===== src/include/rv_consts.svh =====
`ifndef RV_CONSTS_SVH
`define RV_CONSTS_SVH

// ----------------------------------------
// widths
// ----------------------------------------

// data path and instruction word
`define RV_XLEN          32
`define RV_ILEN          32

// register index, 32 architectural registers
`define RV_RF_ADDR_W     5

// ----------------------------------------
// reset behaviour
// ----------------------------------------

// fetch starts one word in
`define RV_RESET_VECTOR  32'h0000_0004

// stage registers flushed after reset, one per cycle
`define RV_RST_SEQ_LEN   4

// ----------------------------------------
// opcodes of the supported subset
// ----------------------------------------
`define RV_OPC_OP        7'b0110011
`define RV_OPC_OP_IMM    7'b0010011
`define RV_OPC_LUI       7'b0110111
`define RV_OPC_AUIPC     7'b0010111

`endif


===== src/verilog/rv_pkg.sv =====
`include "rv_consts.svh"

package rv_pkg;

    // ----------------------------------------
    // plain vectors
    // ----------------------------------------
    typedef logic [`RV_XLEN-1:0]      arch_word_t;
    typedef logic [`RV_ILEN-1:0]      inst_word_t;
    typedef logic [`RV_RF_ADDR_W-1:0] rf_addr_t;

    // ----------------------------------------
    // control encodings
    // ----------------------------------------
    typedef enum logic [3:0] {
        ALU_ADD,
        ALU_SUB,
        ALU_SLL,
        ALU_SLT,
        ALU_SLTU,
        ALU_XOR,
        ALU_SRL,
        ALU_SRA,
        ALU_OR,
        ALU_AND,
        // lui passes the immediate through
        ALU_PASS_B
    } alu_op_t;

    typedef enum logic {
        ALU_A_RS1,
        ALU_A_PC
    } alu_a_sel_t;

    typedef enum logic {
        ALU_B_RS2,
        ALU_B_IMM
    } alu_b_sel_t;

    // where an operand comes from
    typedef enum logic [1:0] {
        FWD_NONE,
        FWD_MEM,
        FWD_WBK
    } fwd_sel_t;

    // ----------------------------------------
    // stage payloads
    // ----------------------------------------
    typedef struct packed {
        rf_addr_t   rs1;
        rf_addr_t   rs2;
        rf_addr_t   rd;
        logic       rd_we;
        arch_word_t imm;
        alu_op_t    alu_op;
        alu_a_sel_t alu_a_sel;
        alu_b_sel_t alu_b_sel;
    } decoded_t;

    typedef struct packed {
        logic       valid;
        arch_word_t pc;
        inst_word_t inst;
        decoded_t   decoded;
        arch_word_t rs1_data;
        arch_word_t rs2_data;
    } exe_stage_t;

    // memory and writeback stages
    typedef struct packed {
        logic       valid;
        arch_word_t pc;
        inst_word_t inst;
        rf_addr_t   rd;
        logic       rd_we;
        arch_word_t result;
    } res_stage_t;

    // same layout as res_stage_t
    typedef struct packed {
        logic       valid;
        arch_word_t pc;
        inst_word_t inst;
        rf_addr_t   rd;
        logic       rd_we;
        arch_word_t value;
    } retire_t;

endpackage


===== src/verilog/rv_decoder.sv =====
`timescale 1ns/1ps
`include "rv_consts.svh"

module rv_decoder (
    input  rv_pkg::inst_word_t inst_i,
    input  logic               valid_i,
    output rv_pkg::decoded_t   dec_o
);

    logic [6:0]         opcode;
    logic [2:0]         funct3;
    logic               alt;
    rv_pkg::arch_word_t imm_i_type;
    rv_pkg::arch_word_t imm_u_type;

    assign opcode = inst_i[6:0];
    assign funct3 = inst_i[14:12];
    // bit 30 selects sub and sra
    assign alt    = inst_i[30];

    assign imm_i_type = {{20{inst_i[31]}}, inst_i[31:20]};
    assign imm_u_type = {inst_i[31:12], 12'h000};

    // funct3 to ALU op, sub only exists in the register form
    function automatic rv_pkg::alu_op_t f3_to_op(
        input logic [2:0] f3,
        input logic       alt_bit,
        input logic       is_reg
    );
        rv_pkg::alu_op_t op;
        op = rv_pkg::ALU_ADD;
        case (f3)
            3'b000: op = (alt_bit && is_reg) ? rv_pkg::ALU_SUB : rv_pkg::ALU_ADD;
            3'b001: op = rv_pkg::ALU_SLL;
            3'b010: op = rv_pkg::ALU_SLT;
            3'b011: op = rv_pkg::ALU_SLTU;
            3'b100: op = rv_pkg::ALU_XOR;
            3'b101: op = alt_bit ? rv_pkg::ALU_SRA : rv_pkg::ALU_SRL;
            3'b110: op = rv_pkg::ALU_OR;
            default: op = rv_pkg::ALU_AND;
        endcase
        return op;
    endfunction

    always_comb begin
        dec_o.rs1       = '0;
        dec_o.rs2       = '0;
        dec_o.rd        = inst_i[11:7];
        dec_o.rd_we     = 1'b0;
        dec_o.imm       = '0;
        dec_o.alu_op    = rv_pkg::ALU_ADD;
        dec_o.alu_a_sel = rv_pkg::ALU_A_RS1;
        dec_o.alu_b_sel = rv_pkg::ALU_B_RS2;
        case (opcode)
            `RV_OPC_OP: begin
                dec_o.rs1    = inst_i[19:15];
                dec_o.rs2    = inst_i[24:20];
                dec_o.rd_we  = 1'b1;
                dec_o.alu_op = f3_to_op(funct3, alt, 1'b1);
            end
            `RV_OPC_OP_IMM: begin
                dec_o.rs1       = inst_i[19:15];
                dec_o.rd_we     = 1'b1;
                dec_o.imm       = imm_i_type;
                dec_o.alu_op    = f3_to_op(funct3, alt, 1'b0);
                dec_o.alu_b_sel = rv_pkg::ALU_B_IMM;
            end
            `RV_OPC_LUI: begin
                dec_o.rd_we     = 1'b1;
                dec_o.imm       = imm_u_type;
                dec_o.alu_op    = rv_pkg::ALU_PASS_B;
                dec_o.alu_b_sel = rv_pkg::ALU_B_IMM;
            end
            `RV_OPC_AUIPC: begin
                dec_o.rd_we     = 1'b1;
                dec_o.imm       = imm_u_type;
                dec_o.alu_a_sel = rv_pkg::ALU_A_PC;
                dec_o.alu_b_sel = rv_pkg::ALU_B_IMM;
            end
            default: begin
                // unsupported opcode retires without a write
                dec_o.rd_we = 1'b0;
            end
        endcase
        // bubbles and x0 never write
        if (!valid_i || dec_o.rd == '0) begin
            dec_o.rd_we = 1'b0;
        end
    end

endmodule


===== src/verilog/rv_reg_file.sv =====
`timescale 1ns/1ps
`include "rv_consts.svh"

module rv_reg_file (
    input  logic               clk,
    input  logic               rst,
    input  logic               we_i,
    input  rv_pkg::rf_addr_t   waddr_i,
    input  rv_pkg::arch_word_t wdata_i,
    input  rv_pkg::rf_addr_t   raddr_a_i,
    input  rv_pkg::rf_addr_t   raddr_b_i,
    output rv_pkg::arch_word_t rdata_a_o,
    output rv_pkg::arch_word_t rdata_b_o
);

    localparam int unsigned NUM_REGS = 1 << `RV_RF_ADDR_W;

    // x0 has no storage
    rv_pkg::arch_word_t regs [1:NUM_REGS-1];

    always_ff @(posedge clk) begin
        if (rst) begin
            for (int i = 1; i < NUM_REGS; i++) begin
                regs[i] <= '0;
            end
        end else if (we_i && waddr_i != '0) begin
            regs[waddr_i] <= wdata_i;
        end
    end

    // combinational read, same-cycle writes are covered by forwarding
    assign rdata_a_o = (raddr_a_i == '0) ? '0 : regs[raddr_a_i];
    assign rdata_b_o = (raddr_b_i == '0) ? '0 : regs[raddr_b_i];

    // the decoder never lets a write to x0 reach writeback
    a_no_x0_write: assert property (
        @(posedge clk) disable iff (rst) we_i |-> waddr_i != '0
    ) else $error("reg file: write to x0");

endmodule


===== src/verilog/rv_operand_fwd.sv =====
`timescale 1ns/1ps

module rv_operand_fwd (
    input  rv_pkg::rf_addr_t   dec_rs1_i,
    input  rv_pkg::rf_addr_t   dec_rs2_i,
    input  rv_pkg::arch_word_t rf_a_i,
    input  rv_pkg::arch_word_t rf_b_i,
    input  rv_pkg::exe_stage_t exe_i,
    input  rv_pkg::res_stage_t mem_i,
    input  rv_pkg::res_stage_t wbk_i,
    output rv_pkg::arch_word_t dec_a_o,
    output rv_pkg::arch_word_t dec_b_o,
    output rv_pkg::arch_word_t exe_a_o,
    output rv_pkg::arch_word_t exe_b_o
);

    rv_pkg::fwd_sel_t dec_a_sel;
    rv_pkg::fwd_sel_t dec_b_sel;
    rv_pkg::fwd_sel_t exe_a_sel;
    rv_pkg::fwd_sel_t exe_b_sel;

    // stage is about to write src, x0 excluded
    function automatic logic hits(input rv_pkg::res_stage_t st, input rv_pkg::rf_addr_t src);
        return st.valid && st.rd_we && (st.rd != '0) && (st.rd == src);
    endfunction

    // memory holds the younger result
    function automatic rv_pkg::fwd_sel_t exe_pick(input rv_pkg::rf_addr_t src);
        rv_pkg::fwd_sel_t sel;
        sel = rv_pkg::FWD_NONE;
        if (hits(mem_i, src)) begin
            sel = rv_pkg::FWD_MEM;
        end else if (hits(wbk_i, src)) begin
            sel = rv_pkg::FWD_WBK;
        end
        return sel;
    endfunction

    function automatic rv_pkg::arch_word_t pick_data(
        input rv_pkg::fwd_sel_t   sel,
        input rv_pkg::arch_word_t reg_data
    );
        rv_pkg::arch_word_t data;
        case (sel)
            rv_pkg::FWD_MEM: data = mem_i.result;
            rv_pkg::FWD_WBK: data = wbk_i.result;
            default:         data = reg_data;
        endcase
        return data;
    endfunction

    // decode side only sees writeback, the write lands at this same edge
    assign dec_a_sel = hits(wbk_i, dec_rs1_i) ? rv_pkg::FWD_WBK : rv_pkg::FWD_NONE;
    assign dec_b_sel = hits(wbk_i, dec_rs2_i) ? rv_pkg::FWD_WBK : rv_pkg::FWD_NONE;
    assign exe_a_sel = exe_pick(exe_i.decoded.rs1);
    assign exe_b_sel = exe_pick(exe_i.decoded.rs2);

    assign dec_a_o = pick_data(dec_a_sel, rf_a_i);
    assign dec_b_o = pick_data(dec_b_sel, rf_b_i);
    assign exe_a_o = pick_data(exe_a_sel, exe_i.rs1_data);
    assign exe_b_o = pick_data(exe_b_sel, exe_i.rs2_data);

endmodule


===== src/verilog/rv_alu.sv =====
`timescale 1ns/1ps

module rv_alu (
    input  rv_pkg::alu_op_t    op_i,
    input  rv_pkg::alu_a_sel_t a_sel_i,
    input  rv_pkg::alu_b_sel_t b_sel_i,
    input  rv_pkg::arch_word_t rs1_i,
    input  rv_pkg::arch_word_t rs2_i,
    input  rv_pkg::arch_word_t pc_i,
    input  rv_pkg::arch_word_t imm_i,
    output rv_pkg::arch_word_t result_o
);

    rv_pkg::arch_word_t a;
    rv_pkg::arch_word_t b;
    logic [4:0]         shamt;

    // auipc takes the pc, immediates replace rs2
    assign a = (a_sel_i == rv_pkg::ALU_A_PC) ? pc_i : rs1_i;
    assign b = (b_sel_i == rv_pkg::ALU_B_IMM) ? imm_i : rs2_i;

    assign shamt = b[4:0];

    always_comb begin
        unique case (op_i)
            rv_pkg::ALU_ADD:    result_o = a + b;
            rv_pkg::ALU_SUB:    result_o = a - b;
            rv_pkg::ALU_SLL:    result_o = a << shamt;
            rv_pkg::ALU_SLT:    result_o = rv_pkg::arch_word_t'($signed(a) < $signed(b));
            rv_pkg::ALU_SLTU:   result_o = rv_pkg::arch_word_t'(a < b);
            rv_pkg::ALU_XOR:    result_o = a ^ b;
            rv_pkg::ALU_SRL:    result_o = a >> shamt;
            rv_pkg::ALU_SRA:    result_o = rv_pkg::arch_word_t'($signed(a) >>> shamt);
            rv_pkg::ALU_OR:     result_o = a | b;
            rv_pkg::ALU_AND:    result_o = a & b;
            rv_pkg::ALU_PASS_B: result_o = b;
            default:            result_o = '0;
        endcase
    end

endmodule


===== src/verilog/rv_core.sv =====
`timescale 1ns/1ps
`include "rv_consts.svh"

module rv_core (
    input  logic               clk,
    input  logic               rst,
    output rv_pkg::arch_word_t imem_addr_o,
    input  rv_pkg::inst_word_t imem_data_i,
    input  logic               imem_valid_i,
    output rv_pkg::retire_t    retire_o
);

    // one flush bit per stage register behind decode
    logic [`RV_RST_SEQ_LEN-1:0] rst_seq;
    logic                       flush_exe;
    logic                       flush_mem;
    logic                       flush_wbk;
    logic                       flush_ret;

    rv_pkg::arch_word_t pc_q;

    logic               dec_valid_q;
    rv_pkg::arch_word_t dec_pc_q;
    rv_pkg::inst_word_t dec_inst_q;
    rv_pkg::decoded_t   dec;
    rv_pkg::arch_word_t rf_a;
    rv_pkg::arch_word_t rf_b;
    rv_pkg::arch_word_t dec_a;
    rv_pkg::arch_word_t dec_b;

    rv_pkg::exe_stage_t exe_d;
    rv_pkg::exe_stage_t exe_q;
    rv_pkg::arch_word_t exe_a;
    rv_pkg::arch_word_t exe_b;
    rv_pkg::arch_word_t exe_result;

    rv_pkg::res_stage_t mem_d;
    rv_pkg::res_stage_t mem_q;
    rv_pkg::res_stage_t wbk_q;
    rv_pkg::retire_t    ret_q;

    // a flushed slot keeps its payload but can neither retire nor write
    function automatic rv_pkg::res_stage_t kill_res(input rv_pkg::res_stage_t s, input logic kill);
        rv_pkg::res_stage_t r;
        r = s;
        if (kill) begin
            r.valid = 1'b0;
            r.rd_we = 1'b0;
        end
        return r;
    endfunction

    // ----------------------------------------
    // reset sequence and fetch
    // ----------------------------------------
    always_ff @(posedge clk) begin
        if (rst) begin
            rst_seq <= '1;
        end else begin
            rst_seq <= {rst_seq[`RV_RST_SEQ_LEN-2:0], 1'b0};
        end
    end

    assign flush_exe = rst_seq[0];
    assign flush_mem = rst_seq[1];
    assign flush_wbk = rst_seq[2];
    assign flush_ret = rst_seq[3];

    // pc only moves when the word was taken
    always_ff @(posedge clk) begin
        if (rst) begin
            pc_q <= `RV_RESET_VECTOR;
        end else if (imem_valid_i) begin
            pc_q <= pc_q + 'd4;
        end
    end

    assign imem_addr_o = pc_q;

    // ----------------------------------------
    // decode
    // ----------------------------------------
    always_ff @(posedge clk) begin
        if (rst) begin
            dec_valid_q <= 1'b0;
        end else begin
            dec_valid_q <= imem_valid_i;
        end
    end

    always_ff @(posedge clk) begin
        if (imem_valid_i) begin
            dec_pc_q   <= pc_q;
            dec_inst_q <= imem_data_i;
        end
    end

    rv_decoder u_decoder (
        .inst_i  (dec_inst_q),
        .valid_i (dec_valid_q),
        .dec_o   (dec)
    );

    rv_reg_file u_reg_file (
        .clk       (clk),
        .rst       (rst),
        .we_i      (wbk_q.valid && wbk_q.rd_we),
        .waddr_i   (wbk_q.rd),
        .wdata_i   (wbk_q.result),
        .raddr_a_i (dec.rs1),
        .raddr_b_i (dec.rs2),
        .rdata_a_o (rf_a),
        .rdata_b_o (rf_b)
    );

    rv_operand_fwd u_operand_fwd (
        .dec_rs1_i (dec.rs1),
        .dec_rs2_i (dec.rs2),
        .rf_a_i    (rf_a),
        .rf_b_i    (rf_b),
        .exe_i     (exe_q),
        .mem_i     (mem_q),
        .wbk_i     (wbk_q),
        .dec_a_o   (dec_a),
        .dec_b_o   (dec_b),
        .exe_a_o   (exe_a),
        .exe_b_o   (exe_b)
    );

    assign exe_d = '{valid: dec_valid_q, pc: dec_pc_q, inst: dec_inst_q,
                     decoded: dec, rs1_data: dec_a, rs2_data: dec_b};

    always_ff @(posedge clk) begin
        exe_q <= exe_d;
        if (rst || flush_exe) begin
            exe_q.valid         <= 1'b0;
            exe_q.decoded.rd_we <= 1'b0;
        end
    end

    // ----------------------------------------
    // execute, memory, writeback, retire
    // ----------------------------------------
    rv_alu u_alu (
        .op_i     (exe_q.decoded.alu_op),
        .a_sel_i  (exe_q.decoded.alu_a_sel),
        .b_sel_i  (exe_q.decoded.alu_b_sel),
        .rs1_i    (exe_a),
        .rs2_i    (exe_b),
        .pc_i     (exe_q.pc),
        .imm_i    (exe_q.decoded.imm),
        .result_o (exe_result)
    );

    assign mem_d = '{valid: exe_q.valid, pc: exe_q.pc, inst: exe_q.inst,
                     rd: exe_q.decoded.rd, rd_we: exe_q.decoded.rd_we, result: exe_result};

    // memory stage has no access, it only delays the result by one cycle
    always_ff @(posedge clk) begin
        mem_q <= kill_res(mem_d, rst || flush_mem);
        wbk_q <= kill_res(mem_q, rst || flush_wbk);
        ret_q <= rv_pkg::retire_t'(kill_res(wbk_q, rst || flush_ret));
    end

    assign retire_o = ret_q;

    a_pc_aligned: assert property (
        @(posedge clk) disable iff (rst) imem_addr_o[1:0] == 2'b00
    ) else $error("core: fetch pc not word aligned");

    // retire_o is written four edges after the take and seen one edge later
    a_retire_latency: assert property (
        @(posedge clk) disable iff (rst) retire_o.valid |-> $past(imem_valid_i, 5)
    ) else $error("core: retire without a matching fetch");

endmodule


===== config.mk =====
export PLATFORM = sky130hd
export DESIGN_NAME = rv_core
export DESIGN_NICKNAME = d
export VERILOG_FILES = /design/src/verilog/rv_pkg.sv /design/src/verilog/rv_decoder.sv /design/src/verilog/rv_reg_file.sv /design/src/verilog/rv_operand_fwd.sv /design/src/verilog/rv_alu.sv /design/src/verilog/rv_core.sv
export VERILOG_INCLUDE_DIRS = /design/src /design/src/include
export SDC_FILE = /design/constraint.sdc
export NUM_CORES = 2
export LEC_CHECK = 0
export ABC_AREA = 1
export BUFFER_PORTS_ARGS = -buffer_cell sky130_fd_sc_hd__buf_2
export CAP_MARGIN = 10
export CELL_PAD_IN_SITES_DETAIL_PLACEMENT = 1
export CELL_PAD_IN_SITES_GLOBAL_PLACEMENT = 1
export CORE_MARGIN = 2
export CORE_UTILIZATION = 25
export CTS_BUF_LIST = sky130_fd_sc_hd__clkbuf_8
export CTS_CLUSTER_SIZE = 12
export DETAILED_ROUTE_END_ITERATION = 8
export GPL_ROUTABILITY_DRIVEN = 1
export PLACE_DENSITY = 0.58
export SLEW_MARGIN = 20
export SYNTH_ARGS = -nofsm -noshare
export SYNTH_HDL_FRONTEND = slang
export SYNTH_HIERARCHICAL = 1
export SYNTH_SLANG_ARGS = --single-unit

===== constraint.sdc =====
create_clock -name clk -period 3.51 [get_ports clk]
set_input_delay 0.5265 -clock clk [delete_from_list [all_inputs] [get_ports clk]]
set_output_delay 0.5265 -clock clk [all_outputs]
set_load 0.005 [all_outputs]

# ---- After elaboration in Yosys (flattened, before gate mapping)
# Memories as Yosys holds them, arrays and structs flattened.
# Index checks and enable logic that the tools add are counted.
# Widths: inputs -> output; s select.
dict set report op_classes {
  addsub 3
  n_lt_le_gt_ge 2
  n_eq_ne 34
  shifts 3
  muxes 35
  bitwise_logic 3
  n_reduce_logical 29
}
# operator count
set ops {}
lappend ops {{$pmux 32 s11} 1}
lappend ops {{$pmux 32 s2} 5}
lappend ops {{$mux 32} 5}
lappend ops {{$lt 32x32->1} 2}
lappend ops {{$pmux 4 s7} 2}
lappend ops {{$add 32x3->32 const B} 1}
lappend ops {{$add 32x32->32} 1}
lappend ops {{$and 32x32->32} 1}
lappend ops {{$or 32x32->32} 1}
lappend ops {{$reduce_or 32->1} 1}
lappend ops {{$shl 32x5->32} 1}
lappend ops {{$shr 32x5->32} 1}
lappend ops {{$sshr 32x5->32} 1}
lappend ops {{$sub 32x32->32} 1}
lappend ops {{$xor 32x32->32} 1}
lappend ops {{$eq 5x5->1} 6}
lappend ops {{$eq 4x3->1 const B} 4}
lappend ops {{$logic_not 5->1} 3}
lappend ops {{$mux 5} 3}
lappend ops {{$eq 7x5->1 const B} 2}
lappend ops {{$eq 7x6->1 const B} 2}
lappend ops {{$eq 4x4->1 const B} 3}
lappend ops {{$mux 1} 12}
lappend ops {{$mux 2} 6}
lappend ops {{other kinds (17)} 43}
dict set report word_totals {
  reg_bits 593
  ramBits 992
  inputBits 35
  out_inout_bits 135
  wordCells 147
  n_memories 1
}
# memory words word_bits read_ports rd_clocked_by_memory_dff write_ports line_no
set memory_table {}
lappend memory_table {u_reg_file.regs 31 32 2 0 31 rv_reg_file.sv:19} ;# rv_pkg::arch_word_t regs [1:NUM_REGS-1];

# ---- Depth between registers and ports, before layout
dict set report logic_depth {
  depth_word 10
  depth_mapped 30
  mapped_depth_nobuf 26
}

# ---- By module
# Netlist, hierarchy kept.
# module instances cells_per_inst area_per_inst_um2 seq_area_each_um2
set modules_own_cells {}
lappend modules_own_cells {rv_reg_file 1 7249 56511.7 30749.5}
lappend modules_own_cells {rv_core 1 864 13551.7 12251.8}
lappend modules_own_cells {rv_alu 1 2196 10789.1 0.0}
lappend modules_own_cells {rv_operand_fwd 1 621 3611.0 0.0}
lappend modules_own_cells {rv_decoder 1 115 641.9 0.0}

# ---- Worst setup path after synthesis
# OpenSTA, ideal clock, no wires.
dict set report synth_path {
  path_type {flip-flop to flip-flop}
  startpoint {register wbk_q[34] (netlist bit)}
  endpoint {register mem_q[0] (netlist bit)}
  setup_time_ns 0.119
  t_arrival_ns 3.456
  required_ns 3.391
  setup_slack_ns -0.065
  stages_incl_launch_ff 28
  n_path_buf 5
  synth_period_minus_slack_ns 3.575
  cell_sequence {dfxtp_1 buf_4 inv_2 nand2_1 nand2_1 nor2_4 nand4_2 buf_6 nand3_1 nand3_1 or2_2 nand2_2 buf_4 buf_2 ha_1 buf_4 inv_1 nand2_1 nand3_1 nand3_1 nand2_1 nand2_1 nand2_1 nand2_1 nand2_1 o21ai_0 inv_1 nand3_1}
}
dict set report synth_via {
  elab_chain_len 10
  elab_cells_between_ends 29
  cone_classes {add/sub (2); order compare (2); eq/ne (6); shift (3); mux (9); bitwise (3); reduce/logical (4)}
}
# element line_no
set synth_lines {}
lappend synth_lines {{from (decl)} rv_core.sv:39} ;# rv_pkg::res_stage_t wbk_q;
lappend synth_lines {{from (signal assigned)} rv_core.sv:161} ;# wbk_q <= kill_res(mem_q, rst || flush_wbk);
lappend synth_lines {{$reduce_bool 5->1} rv_operand_fwd.sv:24} ;# return st.valid && st.rd_we && (st.rd != '0) && (st.rd == src);
lappend synth_lines {{$logic_and 1x1->1} rv_operand_fwd.sv:24}
lappend synth_lines {{$logic_and 1x1->1 *} rv_operand_fwd.sv:24}
lappend synth_lines {{$mux 2 *} rv_operand_fwd.sv:33} ;# end else if (hits(wbk_i, src)) begin
lappend synth_lines {{$mux 2 *} rv_operand_fwd.sv:31} ;# if (hits(mem_i, src)) begin
lappend synth_lines {{$eq 2x2->1 or $eq 2x1->1 (tied branches)} rv_operand_fwd.sv:44} ;# case (sel)
lappend synth_lines {{$pmux 32 s2 *} rv_operand_fwd.sv:44}
lappend synth_lines {{net exe_b[3]} rv_core.sv:34} ;# rv_pkg::arch_word_t exe_b;
lappend synth_lines {{$mux 32 *} rv_alu.sv:20} ;# assign b = (b_sel_i == rv_pkg::ALU_B_IMM) ? imm_i : rs2_i;
lappend synth_lines {{$lt 32x32->1 (tied with other cells)} rv_alu.sv:30} ;# rv_pkg::ALU_SLTU: result_o = rv_pkg::arch_word_t'(a < b);
lappend synth_lines {{$pmux 32 s11 *} rv_alu.sv:25} ;# unique case (op_i)
lappend synth_lines {{net exe_result[0]} rv_core.sv:35} ;# rv_pkg::arch_word_t exe_result;
lappend synth_lines {{to (signal assigned)} rv_core.sv:160} ;# mem_q <= kill_res(mem_d, rst || flush_mem);
lappend synth_lines {{to (decl)} rv_core.sv:38} ;# rv_pkg::res_stage_t mem_q;
# Mark *: on every way through the listed nets, which the timed path passes. The rest lies on a longest branch.
# A chain may end at the register's enable or synchronous reset.

# ---- Worst setup path after layout
dict set report layout_path {
  startpoint {register mem_q[34] (netlist bit)}
  endpoint {register mem_q[21] (netlist bit)}
}
dict set report layout_via {
  elab_chain_len 9
  elab_cells_between_ends 25
  cone_classes {add/sub (2); eq/ne (6); shift (3); mux (7); bitwise (3); reduce/logical (4)}
}
# element line_no
set layout_lines {}
lappend layout_lines {{$reduce_bool 5->1} rv_operand_fwd.sv:24}
lappend layout_lines {{$logic_and 1x1->1} rv_operand_fwd.sv:24}
lappend layout_lines {{$logic_and 1x1->1 *} rv_operand_fwd.sv:24}
lappend layout_lines {{$mux 2 *} rv_operand_fwd.sv:31}
lappend layout_lines {{$eq 2x2->1 or $eq 2x1->1 (tied branches)} rv_operand_fwd.sv:44}
lappend layout_lines {{$pmux 32 s2 *} rv_operand_fwd.sv:44}
lappend layout_lines {{net exe_a[21]} rv_core.sv:33} ;# rv_pkg::arch_word_t exe_a;
lappend layout_lines {{$mux 32 *} rv_alu.sv:19} ;# assign a = (a_sel_i == rv_pkg::ALU_A_PC) ? pc_i : rs1_i;
lappend layout_lines {{$sub 32x32->32 (tied with other cells)} rv_alu.sv:27} ;# rv_pkg::ALU_SUB: result_o = a - b;
lappend layout_lines {{$pmux 32 s11 *} rv_alu.sv:25}
lappend layout_lines {{net exe_result[21]} rv_core.sv:35}
# Marked as above.

==> flow_results.org <==
** Status
- The flow ran to the end, but the final reports show violations.
- Failing checks :: negative setup slack

** Power and ir drop
- Overall power :: 45.2 mW
- Static Leakage :: around 46 nW
- For this design the ratio of total power to cell area is 410 nW/um^2.
- Of the total power, the share spent switching nets is 0.281.
- Across the VDD grid, the largest voltage drop is roughly 0.37 mV.
- Cell internal power was estimated by the tool at 32.5 mW.
- The share of total power dissipated in the clock network is 0.424.
- In this run the power spent charging and discharging nets is approximately 13 mW.
- Of the total power, combinational logic draws 0.103.
- Register share of total power :: 0.473

** Worst setup path
- Library cell contributing the largest single delay on the critical path :: sky130_fd_sc_hd__nor3_2
- STA classifies the critical path startpoint as a flip-flop.
- CP max stage delay :: about 0.37 ns
- Ordered list of cells on the worst path :: inv_2, nand2_1, nand2_1, nand2_2, nor2_4, nand3_4, buf_12, buf_16, buf_4, nand3_1, nand3_1, nand2_1, nand2_2, buf_4, ha_1, buf_4, nand2_1, o21ai_0, nor3_2, buf_4, nand3_1, nor2_1, buf_4, nand3_1
- WP data required :: ~4.5 ns
- The worst setup path is captured at a flip-flop.
- Launch point of the critical path :: mem_q[34]
- By instance count, the cell type seen most on the critical path is sky130_fd_sc_hd__buf_4.
- Crit path max fanout :: 5
- Classification of the worst setup path :: flip-flop to flip-flop
- Signal arrival time at the worst endpoint :: 4.52 ns
- The startpoint identified for the worst register-to-register timing path is mem_q[34].

** Clock network
- Number of H-tree levels :: 5
- For the worst-skew pair, the clock arrives at the later sink with an insertion delay of about 1.1 ns.
- Clock edge transition at the registers on the reported setup and hold paths :: 0.06 ns
- Clock tree synthesis found a total of 1605 sinks.
- No sink is reached through more buffers than the 4 on the longest clock path.
- TritonCTS built the clock tree.
- CTS placed an instance of sky130_fd_sc_hd__clkbuf_8 at the clock tree root.
- TritonCTS buffer count :: ~310

** Timing
- The max-slew violation total from the final report was 0.
- Post-route minimum period :: 3.57 ns
- The final number of hold-violating endpoints was 0.
- Highest achievable clock rate :: roughly 280 MHz
- Setup repair after global routing missed its margin :: yes
- Final worst slack :: -0.0646 ns
- Summed over all failing endpoints, the final setup total negative slack is -0.296 ns.
- Number of endpoints failing setup at the final stage :: 9
- Relative slew margins :: 0.182
- Final hold analysis gives a worst-case slack of 0.197 ns.
- Final period util :: 1.02
- For the pin with the worst max-slew slack, the measured transition is around 1.2 ns.
- Setup Skew :: 0.0946 ns

** Global route
- Number of antenna violations at the first check in global routing :: 25
- Via count of the first global-routing pass :: between 80000 and 90000
- Across every metal layer, demand over resource in global routing totals 0.260.
- Global-route wire length before repair :: ~650 mm
- After global routing the overflow that remains totals 0.
- Entering global routing, the biggest net connects 76 pins.

** Layout
- Synthesis-to-layout area growth :: 29.8%
- At the end of the flow the core is filled with cells to 0.326.
- Counting the fill cells in the layout gives between 40000 and 50000.
- In the final layout, the share of cells above drive strength 1 is 0.226.
- Non-filler instance count after layout :: ~17000
- The final layout contains about 12000 nets.
- With fillers left out, the area of the finished cells amounts to 110000 sq um.

** Route
- Antenna-violating nets left :: 0
- First-pass iteration count of the detailed router :: 6
- In the final routed layout, each cell accounts on average for 27.5 microns.
- The detailed router finished its first iteration with 8981 violations.
- Number of DRC violations after detailed routing :: 0
- Detail-routed via count per cell :: 5.15
- Via Count :: around 87000
- Post-detailed-routing wire length :: around 470 mm

** Logic synthesis
- Dividing the synthesized area by the synthesized cell count gives ~7.7 sq um.
- Cell types occupying the most area after synthesis :: sky130_fd_sc_hd__edfxtp_1, sky130_fd_sc_hd__nand2_1, sky130_fd_sc_hd__dfxtp_1, sky130_fd_sc_hd__nand3_1, sky130_fd_sc_hd__nor2_1
- FF+latch count, synth :: 1605
- Number of enable-type register cells in the synthesized netlist :: between 1000 and 1500
- The biggest area contributor in the post-synthesis netlist is sky130_fd_sc_hd__edfxtp_1.
- The cell area that synthesis handed to floorplanning was 85100 sq um.
- Yosys warns :: 6
- For this run, the register share of the synthesized area comes to 0.505.
- Prevailing post-synth register cell :: sky130_fd_sc_hd__edfxtp_1
- Synthesis produced a netlist whose cell count is ~11000.
- Top post-synthesis cells by count :: sky130_fd_sc_hd__nand2_1, sky130_fd_sc_hd__nor2_1, sky130_fd_sc_hd__nand3_1
- Share of the synthesized area in the top cell type :: 0.383
- Yosys instantiated no cell more often than sky130_fd_sc_hd__nand2_1.
- After synthesis, the netlist uses between 60 and 70 different library cells.
- In the synthesized netlist the async set-or-reset flop fraction comes to 0.

** Floorplanning
- Pin placement for this block handled between 150 and 200 I/O pins.
- Die extent in x :: about 600 microns
- The floorplan step defined a core boundary enclosing roughly 340000 sq um.
- From bottom edge to top edge, the die measures around 590 microns.
- The floorplan step defined a die boundary enclosing 345000 sq um.
- In this run the core area contains roughly 210 standard-cell rows.
- Starting utilization of the core area :: 0.251

** Hold path
- Type of the worst min-delay path :: primary input to flip-flop
- The worst hold path begins at imem_data_i[3].

** Placed design
- Once detailed placement completed, the half-perimeter wirelength came to 328 mm.
- The congestion estimate from routability-driven global placement came to a little under 1.
- Port buffering added 165 buffers.
- Cells after DPL :: 16300
- OpenSTA, run right after detailed placement, puts the worst setup slack at -1.02 ns.
- Post-Place Cell Area :: 100000 sq um

** Flow run
- Across the run, the number of max-cap violations was 0.
[power by group through the flow]
stage               Combinational [mW]  Sequential, mW  Clock [mW]
finish                            4.66            21.4        19.2
global route                      4.95            21.4        20.4
CTS                               4.46            21.4        19.7
detailed placement                4.19            21.7           0
global placement                  4.14            21.7           0
floorplan                         1.86            21.5           0
[path summary, 6_finish.rpt]
check / cells after the start / slack, ns / endpoint
hold / removal: 2 / 0.20 / dec_inst_q[3]
setup / recovery: 24 / -0.06 / mem_q[21]
hold reg to reg: 0 / 0.29 / wbk_q[75]
setup reg to reg: 24 / -0.06 / mem_q[21]
[routing by layer]
layer / GRT usage / share of wire
met1: 0.361 / 0.44
met4: 0.125 / 0.056
met5: 0 / 0.00011
met2: 0.395 / 0.43
met3: 0.0379 / 0.071
[cells by family after synthesis]
| group | Yosys count | synth area share |
|---|---|---|
| compound gates | 966 | 0.0627 |
| flops | 1605 | 0.505 |
| simple gates | 6975 | 0.343 |
| fa+ha+maj | 103 | 0.0153 |
| other cells | 2 | 0.0000882 |
| buf+inv | 1373 | 0.0710 |
| xor+xnor | 21 | 0.00225 |
[cell usage in the layout (no fill, tap or decap), types with 34 or more instances in the layout]
cell,n
sky130_fd_sc_hd__nand2_1,2771
sky130_fd_sc_hd__inv_2,72
sky130_fd_sc_hd__buf_2,165
sky130_fd_sc_hd__a21oi_1,214
sky130_fd_sc_hd__nand3_1,1521
sky130_fd_sc_hd__a21oi_2,35
sky130_fd_sc_hd__clkbuf_8,348
sky130_fd_sc_hd__nand3_2,113
sky130_fd_sc_hd__buf_12,183
sky130_fd_sc_hd__ha_1,55
sky130_fd_sc_hd__nand2_4,37
sky130_fd_sc_hd__buf_4,1093
sky130_fd_sc_hd__clkinv_1,47
sky130_fd_sc_hd__dfxtp_1,499
sky130_fd_sc_hd__nor2_2,73
sky130_fd_sc_hd__dlygate4sd3_1,34
sky130_fd_sc_hd__o211ai_1,38
sky130_fd_sc_hd__nand4_1,73
sky130_fd_sc_hd__edfxtp_1,1086
sky130_fd_sc_hd__nor2_1,2015
sky130_fd_sc_hd__o21ai_0,451
sky130_fd_sc_hd__nand2_2,209
sky130_fd_sc_hd__inv_1,576
sky130_fd_sc_hd__o21ai_2,66
sky130_fd_sc_hd__conb_1,38
sky130_fd_sc_hd__buf_6,59
sky130_fd_sc_hd__o21ai_1,62
sky130_fd_sc_hd__nor2_4,51
[sequential cells by signal, indices dropped and copies added (netlist names)]
signal	count
rst_seq	4
retire_o	101
imem_addr_o	30
u_reg_file/regs	1024
exe_q	181
mem_q	101
dec_valid_q	1
dec_pc_q	30
dec_inst_q	32
wbk_q	101
[worst max-delay path, delay by kind of cell (launching register included)]
| family | cells | cell delay [ns] |
|---|---|---|
| buffers and inverters | 8 | 1.20 |
| flip-flops | 1 | 0.36 |
| AND/OR/NAND/NOR | 14 | 1.56 |
| adder cells (fa/ha/maj) | 1 | 0.25 |
| AO/OA/AOI/OAI | 1 | 0.11 |
[repair_timing]
action                                  4_1_cts  5_1_grt
setup buffers                                45       34
endpoints found under the setup margin       39       71
pin swaps                                    96      116
cloned                                        6        4
hold buffers                                 34        0
endpoints found under the hold margin        50        0
gates resized for setup                     497      349
[final cells by class]
type	instances	area, sq um	area share
well taps	4536	5680	0.0514
flip-flops and latches	1605	43000	0.390
clock buffers	347	4780	0.0432
diodes	13	32.5	0.000295
inverters	572	2240	0.0203
multi-input cells	8103	39100	0.354
repair buffers	1559	14300	0.129
clock inverters	210	1330	0.0120
No activity file was read; power rests on OpenSTA's default activity.
